### config.mk
export PLATFORM = sky130hd
export DESIGN_NAME = dzcpuTop
export DESIGN_NICKNAME = d
export VERILOG_FILES = /design/src/dzcpu_pkg.sv /design/src/dzcpuAlu.sv /design/src/dzcpuQueue.sv /design/src/dzcpuFetch.sv /design/src/dzcpuExec.sv /design/src/dzcpuTop.sv
export VERILOG_INCLUDE_DIRS = /design/src
export SDC_FILE = /design/constraint.sdc
export NUM_CORES = 1
export LEC_CHECK = 0
export BUFFER_PORTS_ARGS = -buffer_cell sky130_fd_sc_hd__buf_2
export CELL_PAD_IN_SITES_DETAIL_PLACEMENT = 1
export CELL_PAD_IN_SITES_GLOBAL_PLACEMENT = 1
export CORE_MARGIN = 2
export CORE_UTILIZATION = 47
export DETAILED_ROUTE_END_ITERATION = 16
export PLACE_DENSITY = 0.77
export SYNTH_ARGS = -nofsm -noshare
export SYNTH_HDL_FRONTEND = slang
export SYNTH_HIERARCHICAL = 1
export SYNTH_SLANG_ARGS = --single-unit
### constraint.sdc
create_clock -name iClock -period 5.7 [get_ports iClock]
set_input_delay 0.285 -clock iClock [delete_from_list [all_inputs] [get_ports iClock]]
set_output_delay 0.285 -clock iClock [all_outputs]
set_load 0.01 [all_outputs]
### src/dzcpu_cfg.svh
`ifndef DZCPU_CFG_SVH
`define DZCPU_CFG_SVH

// Datapath widths
`define DZCPU_DATA_W 8
`define DZCPU_ADDR_W 16

`define DZCPU_QUEUE_DEPTH 4   // Fetched instruction entries

// Register values after reset
`define DZCPU_FLAGS_RESET 8'hB0
`define DZCPU_SP_RESET 16'hFFFE
`define DZCPU_PC_RESET 16'h0000

// Bit positions inside F
`define DZCPU_FLAG_Z 7
`define DZCPU_FLAG_N 6
`define DZCPU_FLAG_H 5
`define DZCPU_FLAG_C 4

`endif

### src/dzcpu_pkg.sv
`include "dzcpu_cfg.svh"

package dzcpu_pkg;

  // Register field of the opcode with M as the (HL) slot
  typedef enum logic [2:0] {
    REG_B = 3'd0,
    REG_C = 3'd1,
    REG_D = 3'd2,
    REG_E = 3'd3,
    REG_H = 3'd4,
    REG_L = 3'd5,
    REG_M = 3'd6,
    REG_A = 3'd7
  } regIdxE;

  typedef enum logic [2:0] {
    ALU_ADD,
    ALU_ADC,
    ALU_SUB,
    ALU_AND,
    ALU_XOR,
    ALU_OR,
    ALU_INC,
    ALU_DEC
  } aluOpE;

  typedef enum logic {
    FETCH_OPCODE,
    FETCH_IMM     // Opcode held while its operand byte is read
  } fetchStateE;

  typedef enum logic [1:0] {
    EXEC_IDLE,
    EXEC_PUSH_HIGH,
    EXEC_PUSH_LOW
  } execStateE;

  typedef struct packed {
    logic [`DZCPU_DATA_W-1:0] opcode;
    logic [`DZCPU_DATA_W-1:0] imm;
    logic                     hasImm;
  } queueItemT;

endpackage

### src/dzcpuAlu.sv
`include "dzcpu_cfg.svh"

module dzcpuAlu
(
  input  dzcpu_pkg::aluOpE         op,
  input  logic [`DZCPU_DATA_W-1:0] operandA,
  input  logic [`DZCPU_DATA_W-1:0] operandB,
  input  logic [`DZCPU_DATA_W-1:0] flags,
  output logic [`DZCPU_DATA_W-1:0] result,
  output logic [`DZCPU_DATA_W-1:0] newFlags
);

  logic [`DZCPU_DATA_W:0] wide;     // Top bit is carry or borrow out of bit 7
  logic [4:0]             nibble;   // Bit 4 is carry or borrow out of bit 3
  logic                   carryIn;

  assign carryIn = (op == dzcpu_pkg::ALU_ADC) ? flags[`DZCPU_FLAG_C] : 1'b0;
  assign result  = wide[`DZCPU_DATA_W-1:0];

  always_comb
  begin
    wide     = '0;
    nibble   = '0;
    newFlags = '0;
    newFlags[`DZCPU_FLAG_C] = flags[`DZCPU_FLAG_C];
    case (op)
      dzcpu_pkg::ALU_ADD, dzcpu_pkg::ALU_ADC:
      begin
        wide   = {1'b0, operandA} + {1'b0, operandB} + carryIn;
        nibble = {1'b0, operandA[3:0]} + {1'b0, operandB[3:0]} + carryIn;
        newFlags[`DZCPU_FLAG_H] = nibble[4];
        newFlags[`DZCPU_FLAG_C] = wide[`DZCPU_DATA_W];
      end
      dzcpu_pkg::ALU_SUB:
      begin
        wide   = {1'b0, operandA} - {1'b0, operandB};
        nibble = {1'b0, operandA[3:0]} - {1'b0, operandB[3:0]};
        newFlags[`DZCPU_FLAG_N] = 1'b1;
        newFlags[`DZCPU_FLAG_H] = nibble[4];
        newFlags[`DZCPU_FLAG_C] = wide[`DZCPU_DATA_W];
      end
      dzcpu_pkg::ALU_AND:
      begin
        wide = {1'b0, operandA & operandB};
        newFlags[`DZCPU_FLAG_H] = 1'b1;   // AND always sets H
        newFlags[`DZCPU_FLAG_C] = 1'b0;
      end
      dzcpu_pkg::ALU_XOR:
      begin
        wide = {1'b0, operandA ^ operandB};
        newFlags[`DZCPU_FLAG_C] = 1'b0;
      end
      dzcpu_pkg::ALU_OR:
      begin
        wide = {1'b0, operandA | operandB};
        newFlags[`DZCPU_FLAG_C] = 1'b0;
      end
      dzcpu_pkg::ALU_INC:
      begin
        wide = {1'b0, operandA} + 1'b1;
        newFlags[`DZCPU_FLAG_H] = (wide[3:0] == 4'h0);
      end
      dzcpu_pkg::ALU_DEC:
      begin
        wide = {1'b0, operandA} - 1'b1;
        newFlags[`DZCPU_FLAG_N] = 1'b1;
        newFlags[`DZCPU_FLAG_H] = (wide[3:0] == 4'hF);
      end
    endcase
    newFlags[`DZCPU_FLAG_Z] = (wide[`DZCPU_DATA_W-1:0] == '0);
  end

endmodule

### src/dzcpuQueue.sv
`include "dzcpu_cfg.svh"

module dzcpuQueue
(
  input  logic                 iClock,
  input  logic                 rstN,
  input  logic                 push,
  input  dzcpu_pkg::queueItemT pushItem,
  input  logic                 pop,
  output dzcpu_pkg::queueItemT headItem,
  output logic                 empty,
  output logic                 almostFull
);

  localparam int PTR_W = $clog2(`DZCPU_QUEUE_DEPTH);
  localparam int CNT_W = $clog2(`DZCPU_QUEUE_DEPTH + 1);

  dzcpu_pkg::queueItemT mem [`DZCPU_QUEUE_DEPTH];
  logic [PTR_W-1:0]     wrPtr;
  logic [PTR_W-1:0]     rdPtr;
  logic [CNT_W-1:0]     count;

  function automatic logic [PTR_W-1:0] nextPtr(input logic [PTR_W-1:0] ptr);
    return (ptr == PTR_W'(`DZCPU_QUEUE_DEPTH - 1)) ? '0 : ptr + 1'b1;
  endfunction

  assign headItem   = mem[rdPtr];   // Show-ahead
  assign empty      = (count == '0);
  assign almostFull = (count >= CNT_W'(`DZCPU_QUEUE_DEPTH - 1));  // Room for one in-flight item

  always_ff @(posedge iClock or negedge rstN)
  begin
    if (!rstN)
    begin
      wrPtr <= '0;
      rdPtr <= '0;
      count <= '0;
    end
    else
    begin
      if (push)
        wrPtr <= nextPtr(wrPtr);
      if (pop)
        rdPtr <= nextPtr(rdPtr);
      count <= count + CNT_W'(push) - CNT_W'(pop);
    end
  end

  always_ff @(posedge iClock)
  begin
    if (push)
      mem[wrPtr] <= pushItem;
  end

endmodule

### src/dzcpuFetch.sv
`include "dzcpu_cfg.svh"

module dzcpuFetch
(
  input  logic                       iClock,
  input  logic                       rstN,
  input  logic [`DZCPU_DATA_W-1:0]   readData,
  input  logic                       storeValid,
  input  logic [`DZCPU_ADDR_W-1:0]   storeAddress,
  input  logic [`DZCPU_DATA_W-1:0]   storeData,
  input  logic                       almostFull,
  output logic [`DZCPU_ADDR_W-1:0]   address,
  output logic [`DZCPU_DATA_W-1:0]   writeData,
  output logic                       readRequest,
  output logic                       writeEnable,
  output logic                       push,
  output dzcpu_pkg::queueItemT       pushItem
);

  logic [`DZCPU_ADDR_W-1:0] pc;
  dzcpu_pkg::fetchStateE    state;
  logic                     running;        // Low in the first cycle after reset
  logic                     byteArriving;   // Read issued last cycle
  logic [`DZCPU_DATA_W-1:0] opcodeHold;
  logic                     needsImm;

  // Opcodes followed by an operand byte
  function automatic logic hasImmediate(input logic [`DZCPU_DATA_W-1:0] opcode);
    logic ldImm;
    logic aluImm;
    ldImm = (opcode[7:6] == 2'b00) && (opcode[2:0] == 3'b110);
    case (opcode)
      8'hC6, 8'hCE, 8'hD6, 8'hE6, 8'hEE, 8'hF6: aluImm = 1'b1;
      default: aluImm = 1'b0;
    endcase
    return ldImm | aluImm;
  endfunction

  // ----------------------------------------
  // Memory port where stores win over reads
  assign readRequest = running & ~storeValid & ~almostFull;
  assign writeEnable = storeValid;
  assign address     = storeValid ? storeAddress : pc;
  assign writeData   = storeData;

  // ----------------------------------------
  // Item assembly
  assign needsImm = hasImmediate(readData);
  assign push = byteArriving & ((state == dzcpu_pkg::FETCH_IMM) | ~needsImm);

  always_comb
  begin
    if (state == dzcpu_pkg::FETCH_IMM)
    begin
      pushItem.opcode = opcodeHold;
      pushItem.imm    = readData;
      pushItem.hasImm = 1'b1;
    end
    else
    begin
      pushItem.opcode = readData;
      pushItem.imm    = '0;
      pushItem.hasImm = 1'b0;
    end
  end

  always_ff @(posedge iClock or negedge rstN)
  begin
    if (!rstN)
    begin
      running      <= 1'b0;
      byteArriving <= 1'b0;
      pc           <= `DZCPU_PC_RESET;
      state        <= dzcpu_pkg::FETCH_OPCODE;
    end
    else
    begin
      running      <= 1'b1;
      byteArriving <= readRequest;
      if (readRequest)
        pc <= pc + 1'b1;   // PC only counts up without jumps
      if (byteArriving)
      begin
        if (state == dzcpu_pkg::FETCH_IMM)
          state <= dzcpu_pkg::FETCH_OPCODE;
        else if (needsImm)
          state <= dzcpu_pkg::FETCH_IMM;
      end
    end
  end

  always_ff @(posedge iClock)
  begin
    if (byteArriving && state == dzcpu_pkg::FETCH_OPCODE)
      opcodeHold <= readData;
  end

endmodule

### src/dzcpuExec.sv
`include "dzcpu_cfg.svh"

module dzcpuExec
(
  input  logic                     iClock,
  input  logic                     rstN,
  input  dzcpu_pkg::queueItemT     headItem,
  input  logic                     empty,
  output logic                     pop,
  output logic                     storeValid,
  output logic [`DZCPU_ADDR_W-1:0] storeAddress,
  output logic [`DZCPU_DATA_W-1:0] storeData
);

  logic [`DZCPU_DATA_W-1:0] regFile [8];   // B C D E H L - A
  logic [`DZCPU_DATA_W-1:0] flagReg;
  logic [`DZCPU_ADDR_W-1:0] sp;
  dzcpu_pkg::execStateE     state;
  dzcpu_pkg::execStateE     phase;
  logic [`DZCPU_DATA_W-1:0] opcode;
  dzcpu_pkg::regIdxE        dstIdx;
  dzcpu_pkg::regIdxE        srcIdx;
  logic isLoad;
  logic isStore;
  logic isIncDec;
  logic isAlu;
  logic isPush;
  logic active;
  dzcpu_pkg::aluOpE         aluOp;
  logic                     aluOpValid;
  logic [`DZCPU_DATA_W-1:0] operandA;
  logic [`DZCPU_DATA_W-1:0] operandB;
  logic [`DZCPU_DATA_W-1:0] aluResult;
  logic [`DZCPU_DATA_W-1:0] aluFlags;
  logic [1:0]               pairSel;
  logic [`DZCPU_DATA_W-1:0] pairHigh;
  logic [`DZCPU_DATA_W-1:0] pairLow;

  // ----------------------------------------
  // Decode
  assign opcode = headItem.opcode;
  assign dstIdx = dzcpu_pkg::regIdxE'(opcode[5:3]);
  assign srcIdx = dzcpu_pkg::regIdxE'(opcode[2:0]);

  assign isLoad = (dstIdx != dzcpu_pkg::REG_M) &&
                  ((opcode[7:6] == 2'b00 && opcode[2:0] == 3'b110) ||
                   (opcode[7:6] == 2'b01 && srcIdx != dzcpu_pkg::REG_M));
  assign isStore  = (opcode[7:6] == 2'b01) && (dstIdx == dzcpu_pkg::REG_M) &&
                    (srcIdx != dzcpu_pkg::REG_M);
  assign isIncDec = (opcode[7:6] == 2'b00) && (opcode[2:1] == 2'b10) &&
                    (dstIdx != dzcpu_pkg::REG_M);
  assign isAlu    = aluOpValid &&
                    ((opcode[7:6] == 2'b10 && srcIdx != dzcpu_pkg::REG_M) ||
                     (opcode[7:6] == 2'b11 && opcode[2:0] == 3'b110));
  assign isPush   = (opcode[7:6] == 2'b11) && (opcode[3:0] == 4'h5);

  always_comb
  begin
    aluOpValid = 1'b1;
    case (opcode[5:3])
      3'd0: aluOp = dzcpu_pkg::ALU_ADD;
      3'd1: aluOp = dzcpu_pkg::ALU_ADC;
      3'd2: aluOp = dzcpu_pkg::ALU_SUB;
      3'd4: aluOp = dzcpu_pkg::ALU_AND;
      3'd5: aluOp = dzcpu_pkg::ALU_XOR;
      3'd6: aluOp = dzcpu_pkg::ALU_OR;
      default:
      begin
        aluOp      = dzcpu_pkg::ALU_ADD;
        aluOpValid = 1'b0;   // SBC and CP run as NOP
      end
    endcase
    if (isIncDec)
      aluOp = opcode[0] ? dzcpu_pkg::ALU_DEC : dzcpu_pkg::ALU_INC;
  end

  assign operandA = isIncDec ? regFile[dstIdx] : regFile[dzcpu_pkg::REG_A];
  assign operandB = headItem.hasImm ? headItem.imm : regFile[srcIdx];

  dzcpuAlu alu_i
  (
    .op       (aluOp),
    .operandA (operandA),
    .operandB (operandB),
    .flags    (flagReg),
    .result   (aluResult),
    .newFlags (aluFlags)
  );

  // ----------------------------------------
  // PUSH sequencing and stores
  always_comb
  begin
    phase = state;
    if (state == dzcpu_pkg::EXEC_IDLE && !empty && isPush)
      phase = dzcpu_pkg::EXEC_PUSH_HIGH;
  end

  assign active = !empty && (phase == dzcpu_pkg::EXEC_IDLE);
  assign pop    = !empty && (phase != dzcpu_pkg::EXEC_PUSH_HIGH);   // PUSH leaves on its 2nd cycle

  assign pairSel  = opcode[5:4];
  assign pairHigh = (pairSel == 2'b11) ? regFile[dzcpu_pkg::REG_A] : regFile[{pairSel, 1'b0}];
  assign pairLow  = (pairSel == 2'b11) ? flagReg : regFile[{pairSel, 1'b1}];

  always_comb
  begin
    storeValid   = 1'b0;
    storeAddress = {regFile[dzcpu_pkg::REG_H], regFile[dzcpu_pkg::REG_L]};
    storeData    = operandB;
    case (phase)
      dzcpu_pkg::EXEC_PUSH_HIGH:
      begin
        storeValid   = 1'b1;
        storeAddress = sp - 16'd1;
        storeData    = pairHigh;
      end
      dzcpu_pkg::EXEC_PUSH_LOW:
      begin
        storeValid   = 1'b1;
        storeAddress = sp - 16'd2;
        storeData    = pairLow;
      end
      default: storeValid = active & isStore;
    endcase
  end

  always_ff @(posedge iClock or negedge rstN)
  begin
    if (!rstN)
    begin
      for (int i = 0; i < 8; i++)
        regFile[i] <= '0;
      flagReg <= `DZCPU_FLAGS_RESET;
      sp      <= `DZCPU_SP_RESET;
      state   <= dzcpu_pkg::EXEC_IDLE;
    end
    else
    begin
      state <= (phase == dzcpu_pkg::EXEC_PUSH_HIGH) ? dzcpu_pkg::EXEC_PUSH_LOW
                                                     : dzcpu_pkg::EXEC_IDLE;
      if (phase == dzcpu_pkg::EXEC_PUSH_LOW)
        sp <= sp - 16'd2;
      if (active && isLoad)
        regFile[dstIdx] <= operandB;
      else if (active && isIncDec)
        regFile[dstIdx] <= aluResult;
      else if (active && isAlu)
        regFile[dzcpu_pkg::REG_A] <= aluResult;
      if (active && (isIncDec || isAlu))
        flagReg <= aluFlags;
    end
  end

endmodule

### src/dzcpuTop.sv
`include "dzcpu_cfg.svh"

module dzcpuTop
(
  input  logic                     iClock,
  input  logic                     rstN,
  input  logic [`DZCPU_DATA_W-1:0] readData,
  output logic [`DZCPU_DATA_W-1:0] writeData,
  output logic [`DZCPU_ADDR_W-1:0] address,
  output logic                     readRequest,
  output logic                     writeEnable
);

  logic                     storeValid;
  logic [`DZCPU_ADDR_W-1:0] storeAddress;
  logic [`DZCPU_DATA_W-1:0] storeData;
  logic                     push;
  logic                     pop;
  logic                     empty;
  logic                     almostFull;
  dzcpu_pkg::queueItemT     pushItem;
  dzcpu_pkg::queueItemT     headItem;

  dzcpuFetch fetch_i
  (
    .iClock       (iClock),
    .rstN         (rstN),
    .readData     (readData),
    .storeValid   (storeValid),
    .storeAddress (storeAddress),
    .storeData    (storeData),
    .almostFull   (almostFull),
    .address      (address),
    .writeData    (writeData),
    .readRequest  (readRequest),
    .writeEnable  (writeEnable),
    .push         (push),
    .pushItem     (pushItem)
  );

  dzcpuQueue queue_i
  (
    .iClock     (iClock),
    .rstN       (rstN),
    .push       (push),
    .pushItem   (pushItem),
    .pop        (pop),
    .headItem   (headItem),
    .empty      (empty),
    .almostFull (almostFull)
  );

  dzcpuExec exec_i
  (
    .iClock       (iClock),
    .rstN         (rstN),
    .headItem     (headItem),
    .empty        (empty),
    .pop          (pop),
    .storeValid   (storeValid),
    .storeAddress (storeAddress),
    .storeData    (storeData)
  );

endmodule

After elaboration in Yosys (flattened, before gate mapping). Memory sizes are Yosys's and may differ from the RTL's. Cells that the tools add are included.

Shifts and indexed selects: 0. Order comparisons: 6. Div/mod/pow operators: 0. Multiplexer cells: 47. Reductions and logical operators: 45. Multipliers: 0. Equal/unequal tests: 34. Bitwise logic cells: 17. Add/subtract/negate cells: 15.

Operators with widths (count): 64-bit bitwise mux (2); 8-bit 2-to-1 mux (15); 8-bit binary-select mux with 3-bit select (4); 64-bit 2-to-1 mux (1); 56-bit 2-to-1 mux (1); 8-bit one-hot mux with 7 select lines (1); 8-bit equality test (second input constant) (6); 16-bit one-hot mux with 2 select lines (1); 3-bit equality test (second input constant) (9); 8-bit demux with 3-bit select (1); 1-bit logical AND (22); 17-bit 2-to-1 mux (1); 16-bit by 1-bit adder with 16-bit output (second input constant) (1); 4-bit greater-or-equal comparator (second input constant) (4); 16-bit 2-to-1 mux (1); 3-bit NOT with 4-bit output (4); 8-bit one-hot mux with 2 select lines (1); 16-bit by 1-bit subtractor with 16-bit output (second input constant) (1); 16-bit by 2-bit subtractor with 16-bit output (second input constant) (1); 3-bit one-hot mux with 5 select lines (1); 2-bit equality test (second input constant) (7); 6-bit OR reduction (2); 1-bit 2-to-1 mux (10); 8-bit by 8-bit adder with 9-bit output (1); 40 further kinds (66).

Register bits: 120. Memories: 1. Bits in latches: 0. Memory bits (writable): 68. Logic and storage cells: 185. ROM bits: 0. Output and inout port bits: 26. Input bits: 10.

Memory list: queue_i.mem (words 4, width 17, rd ports 1, clocked after memory_dff 0, write ports 1, RTL line dzcpuQueue.sv:18) `` dzcpu_pkg::queueItemT mem [`DZCPU_QUEUE_DEPTH]; ``.

Longest topological paths before layout.
Depth in word-level cells: 12. Mapped depth: 22.

Modules after synthesis. The synthesis kept the hierarchy.

Modules (own cells, without submodules): dzcpuExec (area an instance 5723.0 µm², seq. area each 2224.6 µm², cells each 504, instances 1); dzcpuQueue (area an instance 2917.8 µm², seq. area each 2217.1 µm², cells each 127, instances 1); dzcpuAlu (area an instance 1641.6 µm², seq. area each 0.0 µm², cells each 240, instances 1); dzcpuFetch (area an instance 1492.7 µm², seq. area each 715.7 µm², cells each 125, instances 1).

Least setup slack after synthesis. OpenSTA, ideal clock, no wires.

Path type: reg2reg. From: register queue_i.rdPtr[0]. To: register exec_i/regFile[23] (netlist bit). Cell stages (with the launch flop): 18. Slack: 0.233 ns. Arrival: 5.343 ns. Required time: 5.575 ns. Buffers on the path: 3. Clock period less this slack: 5.467 ns. Path through: dfrtp_1 -> buf_6 -> mux4_1 -> nand2b_1 -> clkbuf_1 -> or4_1 -> clkbuf_1 -> o21ai_0 -> inv_1 -> ha_1 -> a211oi_2 -> o211ai_1 -> a31oi_1 -> xnor2_1 -> a221o_1 -> a21o_1 -> mux2_2 -> mux2_2.

RTL lines: from (decl) (RTL line dzcpuQueue.sv:20) `logic [PTR_W-1:0] rdPtr;`; from (signal assigned) (RTL line dzcpuQueue.sv:44) `rdPtr <= nextPtr(rdPtr);`; to (signal, indexed assignment) (RTL line dzcpuExec.sv:145) `regFile[dstIdx] <= operandB;`; to (signal, indexed assignment) (RTL line dzcpuExec.sv:147) `regFile[dstIdx] <= aluResult;`; to (signal, indexed assignment) (RTL line dzcpuExec.sv:149) `regFile[dzcpu_pkg::REG_A] <= aluResult;`; to (decl) (RTL line dzcpuExec.sv:15) `` logic [`DZCPU_DATA_W-1:0] regFile [8]; ``.

==> summary.md <==
| Metric | Value |
|---|---|
| Post-synth top cells | `mux2_2, dfrtp_1, nand2_1` |
| Hold EP | `fetch_i/opcodeHold[5]` |
| CTS max path bufs | `2` |
| Synthesized area per cell | `about 12 sq um` |
| Reg2Reg Depth | `15` |
| Drt pass-1 iters | `7` |
| Area of the core | `about 24,000 sq um` |
| Die Wd | `roughly 160 microns` |
| Reg-to-Reg End | `exec_i/regFile[62]` |
| First-pass GRT wire length | `~52,000 microns` |
| Slew Limit Fails | `0` |
| Vias in the first global route | `8,705` |
| Initial antenna violation count | `0` |
| Crit path max-delay cell type | `or4_1` |
| TritonCTS clock tree | `yes` |
| Yosys warns | `6` |
| Via Count | `approximately 8,400` |
| Hold Vio Cnt, Final | `0` |
| RSZ-0062 raised after global routing | `false` |
| Cells on Worst Hold Path | `1` |
| Most frequent cell after synthesis | `mux2_2` |
| CTS Sinks | `190` |
| Synth area leaders | `dfrtp_1, edfxtp_1, mux2_2, mux4_2, dfstp_2` |
| Synth Instances | `around 1,000` |
| Layout cells sized above 1 | `just under 30%` |
| GP Congestion | `~0.9` |
| Count of cell types in the netlist | `between 70 and 80` |
| Worst setup SP type | `flop` |
| CP Max Fanout | `11` |
| Status | `finished, final reports clean` |
| Final setup fails | `0` |
| Nets | `about 1,100` |
| Post-synth EDFFs | `76` |
| # fillers | `around 2,500` |
| Crit end category | `flop` |
| Input/output buffers | `35` |
| Crit share post-route | `between 90% and 100%` |
| Final worst slack | `369.7 ps` |
| Crit path cell chain | `buf_4 -> mux4_1 -> or4_1 -> buf_4 -> nand2_1 -> o21ai_0 -> fa_1 -> fa_1 -> a21o_1 -> a21oi_1 -> o21ai_0 -> and3_1 -> nor4_2 -> mux2i_2 -> o21ai_0` |
| Hold Path Class | `primary input to flop` |
| RR Startpoint | `queue_i/rdPtr[0]` |
| Clock period minus worst slack | `approximately 5300 ps` |
| Main flop type after synthesis | `dfrtp_1` |
| Die H | `162.3 microns` |
| Largest net degree at the start of global routing | `just under 60` |
| Yosys reg bits | `190` |
| Clock transition at path regs | `roughly 90 ps` |
| Clock latency on the worst-skew pair | `approximately 450 ps` |
| Total GRT Usage | `between 20% and 30%` |
| Setup Buffers After CTS | `0` |
| Worst Path Required | `approximately 6000 ps` |
| Critical path's top delay family | `simple AND/OR/NAND/NOR gates` |
| Antenna viol nets, final | `0` |
| Drt via density | `6.199` |
| WL final | `33,270 microns` |
| Area fraction of the dominant cell type after synthesis | `slightly above 20%` |
| Average wire per standard cell | `24.66 microns` |
| Dpl ws | `-61.09 ps` |
| Die ar. | `26,330 sq um` |
| Initial drt markers | `744` |
| Number of remaining DRC errors | `0` |
| Top Ports | `36` |
| Cell taking the most area after synthesis | `dfrtp_1` |
| Max Clk Rate | `187.6 MHz` |
| Async set-reset flop share out of synthesis | `60.00%` |
| FF-to-FF setup slack | `between 300 and 400 ps` |
| H-tree depth | `4` |
| Relative slew slack | `between 20 and 30%` |
| Multi-input gate area | `6077 sq um` |
| HP Start | `readData[5]` |
| Worst path buffer plus inverter count | `2` |
| DP HPWL | `approximately 24,000 microns` |
| Max-Cap Viols | `0` |
| Starting Density | `roughly half` |
| Register area | `approximately 5200 sq um` |
| GR Overflow Total | `0` |
| Num rows | `57` |
| Mapped Area | `approximately 12,000 sq um` |
| CTS Root Cell | `clkbuf_16` |
| Most Frequent Cell on Critical Path | `o21ai_0` |
| Critical Path AT | `about 5700 ps` |
| Sequential element share of the synthesized area | `43.80%` |
| Area growth syn-to-layout | `9.850%` |
| Levels on crit path | `15` |
| Clock skew | `around 22 ps` |
| Crit Path Category | `flop to flop` |
| Worst Tran Pin Value | `1065 ps` |
| Num CTS Buffers | `17` |
| N_diodes | `0` |
| Critical Path Max Stage Delay | `~710 ps` |
[layout make-up]
type                            instances  area share [%]
Inverter                               43           1.248
Timing Repair Buffer                   75           3.811
Clock buffer                           17           3.289
Clock inverter                         15           1.654
Sequential cell                       190           39.88
Multi-Input combinational cell        685           46.98
Tap cell                              324           3.134
[what timing repair did]
item / 4_1_cts / 5_1_grt
hold buffers: 1 / 0
hold endpoints to repair: 47 / 0
endpoints found under the setup margin: 4 / 12
gates resized for setup: 1 / 2
[per-layer routing]
| layer | share of wire (%) | GRT usage [%] | vias to the layer above |
|---|---|---|---|
| li1 | - | - | 3698 |
| met1 | 44 | 36.04 | 4341 |
| met2 | 49 | 42.65 | 274 |
| met3 | 5.7 | 4.648 | 49 |
| met4 | 2.0 | 7.683 | 0 |
| met5 | 0 | 0 | - |
[cell usage in the layout, fill, tap and decap left out, drive strengths merged, types with 4 or more instances in the layout]
master / count
edfxtp: 76
a22oi: 9
a21o: 4
o21ai: 46
fa: 4
a221o: 9
nand3: 19
nand2b: 10
buf: 74
dfstp: 18
nand4b: 4
nor4: 10
dfrtp: 96
conb: 5
nor2: 49
a211oi: 6
mux4: 58
inv: 52
nand2: 83
xor2: 18
and2: 17
o22ai: 13
o211ai: 5
clkbuf: 17
a21oi: 29
o31ai: 11
nor3: 16
and4: 4
xnor2: 41
ha: 37
nand4: 6
mux2i: 14
nor2b: 4
mux2: 100
and3: 15
clkinv: 5
[flip-flops by register name, indices dropped and copies added (netlist names)]
signal,flops
queue_i/rdPtr,2
queue_i/mem,68
fetch_i/byteArriving,1
fetch_i/state,1
queue_i/wrPtr,2
fetch_i/opcodeHold,8
exec_i/sp,15
fetch_i/running,1
exec_i/state,1
fetch_i/pc,16
queue_i/count,3
exec_i/regFile,64
exec_i/flagReg,8
[through the flow]
step	hold slack (ps)	utilization, %	instance area (sq um)	setup TNS (ps)	cells
6_report	42.26	52.88	12930	0	1349
5_1_grt	31.96	52.88	12930	0	1349
4_1_cts	34.64	52.86	12930	0	1349
3_5_place_dp	384.4	50.18	12270	-61.17	1316
3_3_place_gp	379.5	50.18	12270	0	1316
2_1_floorplan	-10.59	-	11790	0	999
[worst max path at each step]
stage                startpoint            endpoint  slack [ps]
2_1_floorplan  queue_i/rdPtr[0]  exec_i/regFile[23]         230
3_3_place_gp   queue_i/rdPtr[0]  exec_i/regFile[30]         170
3_5_place_dp   queue_i/rdPtr[0]  exec_i/regFile[62]         -60
4_1_cts        queue_i/rdPtr[0]  exec_i/regFile[62]         170
5_1_grt        queue_i/rdPtr[0]  exec_i/regFile[62]          50
6_report       queue_i/rdPtr[0]  exec_i/regFile[62]         370
[cell families after synthesis]
logic type / synth area share, %
compound gates: 8.682
xor+xnor: 4.388
fa+ha+maj: 4.612
buf+inv: 4.941
flops: 43.80
mux: 22.13
other cells: 0.06378
simple gates: 11.38
Power is left out: the tool's default activity adds up to more than one toggle a clock period on the data nets, which glitch-free logic cannot reach.
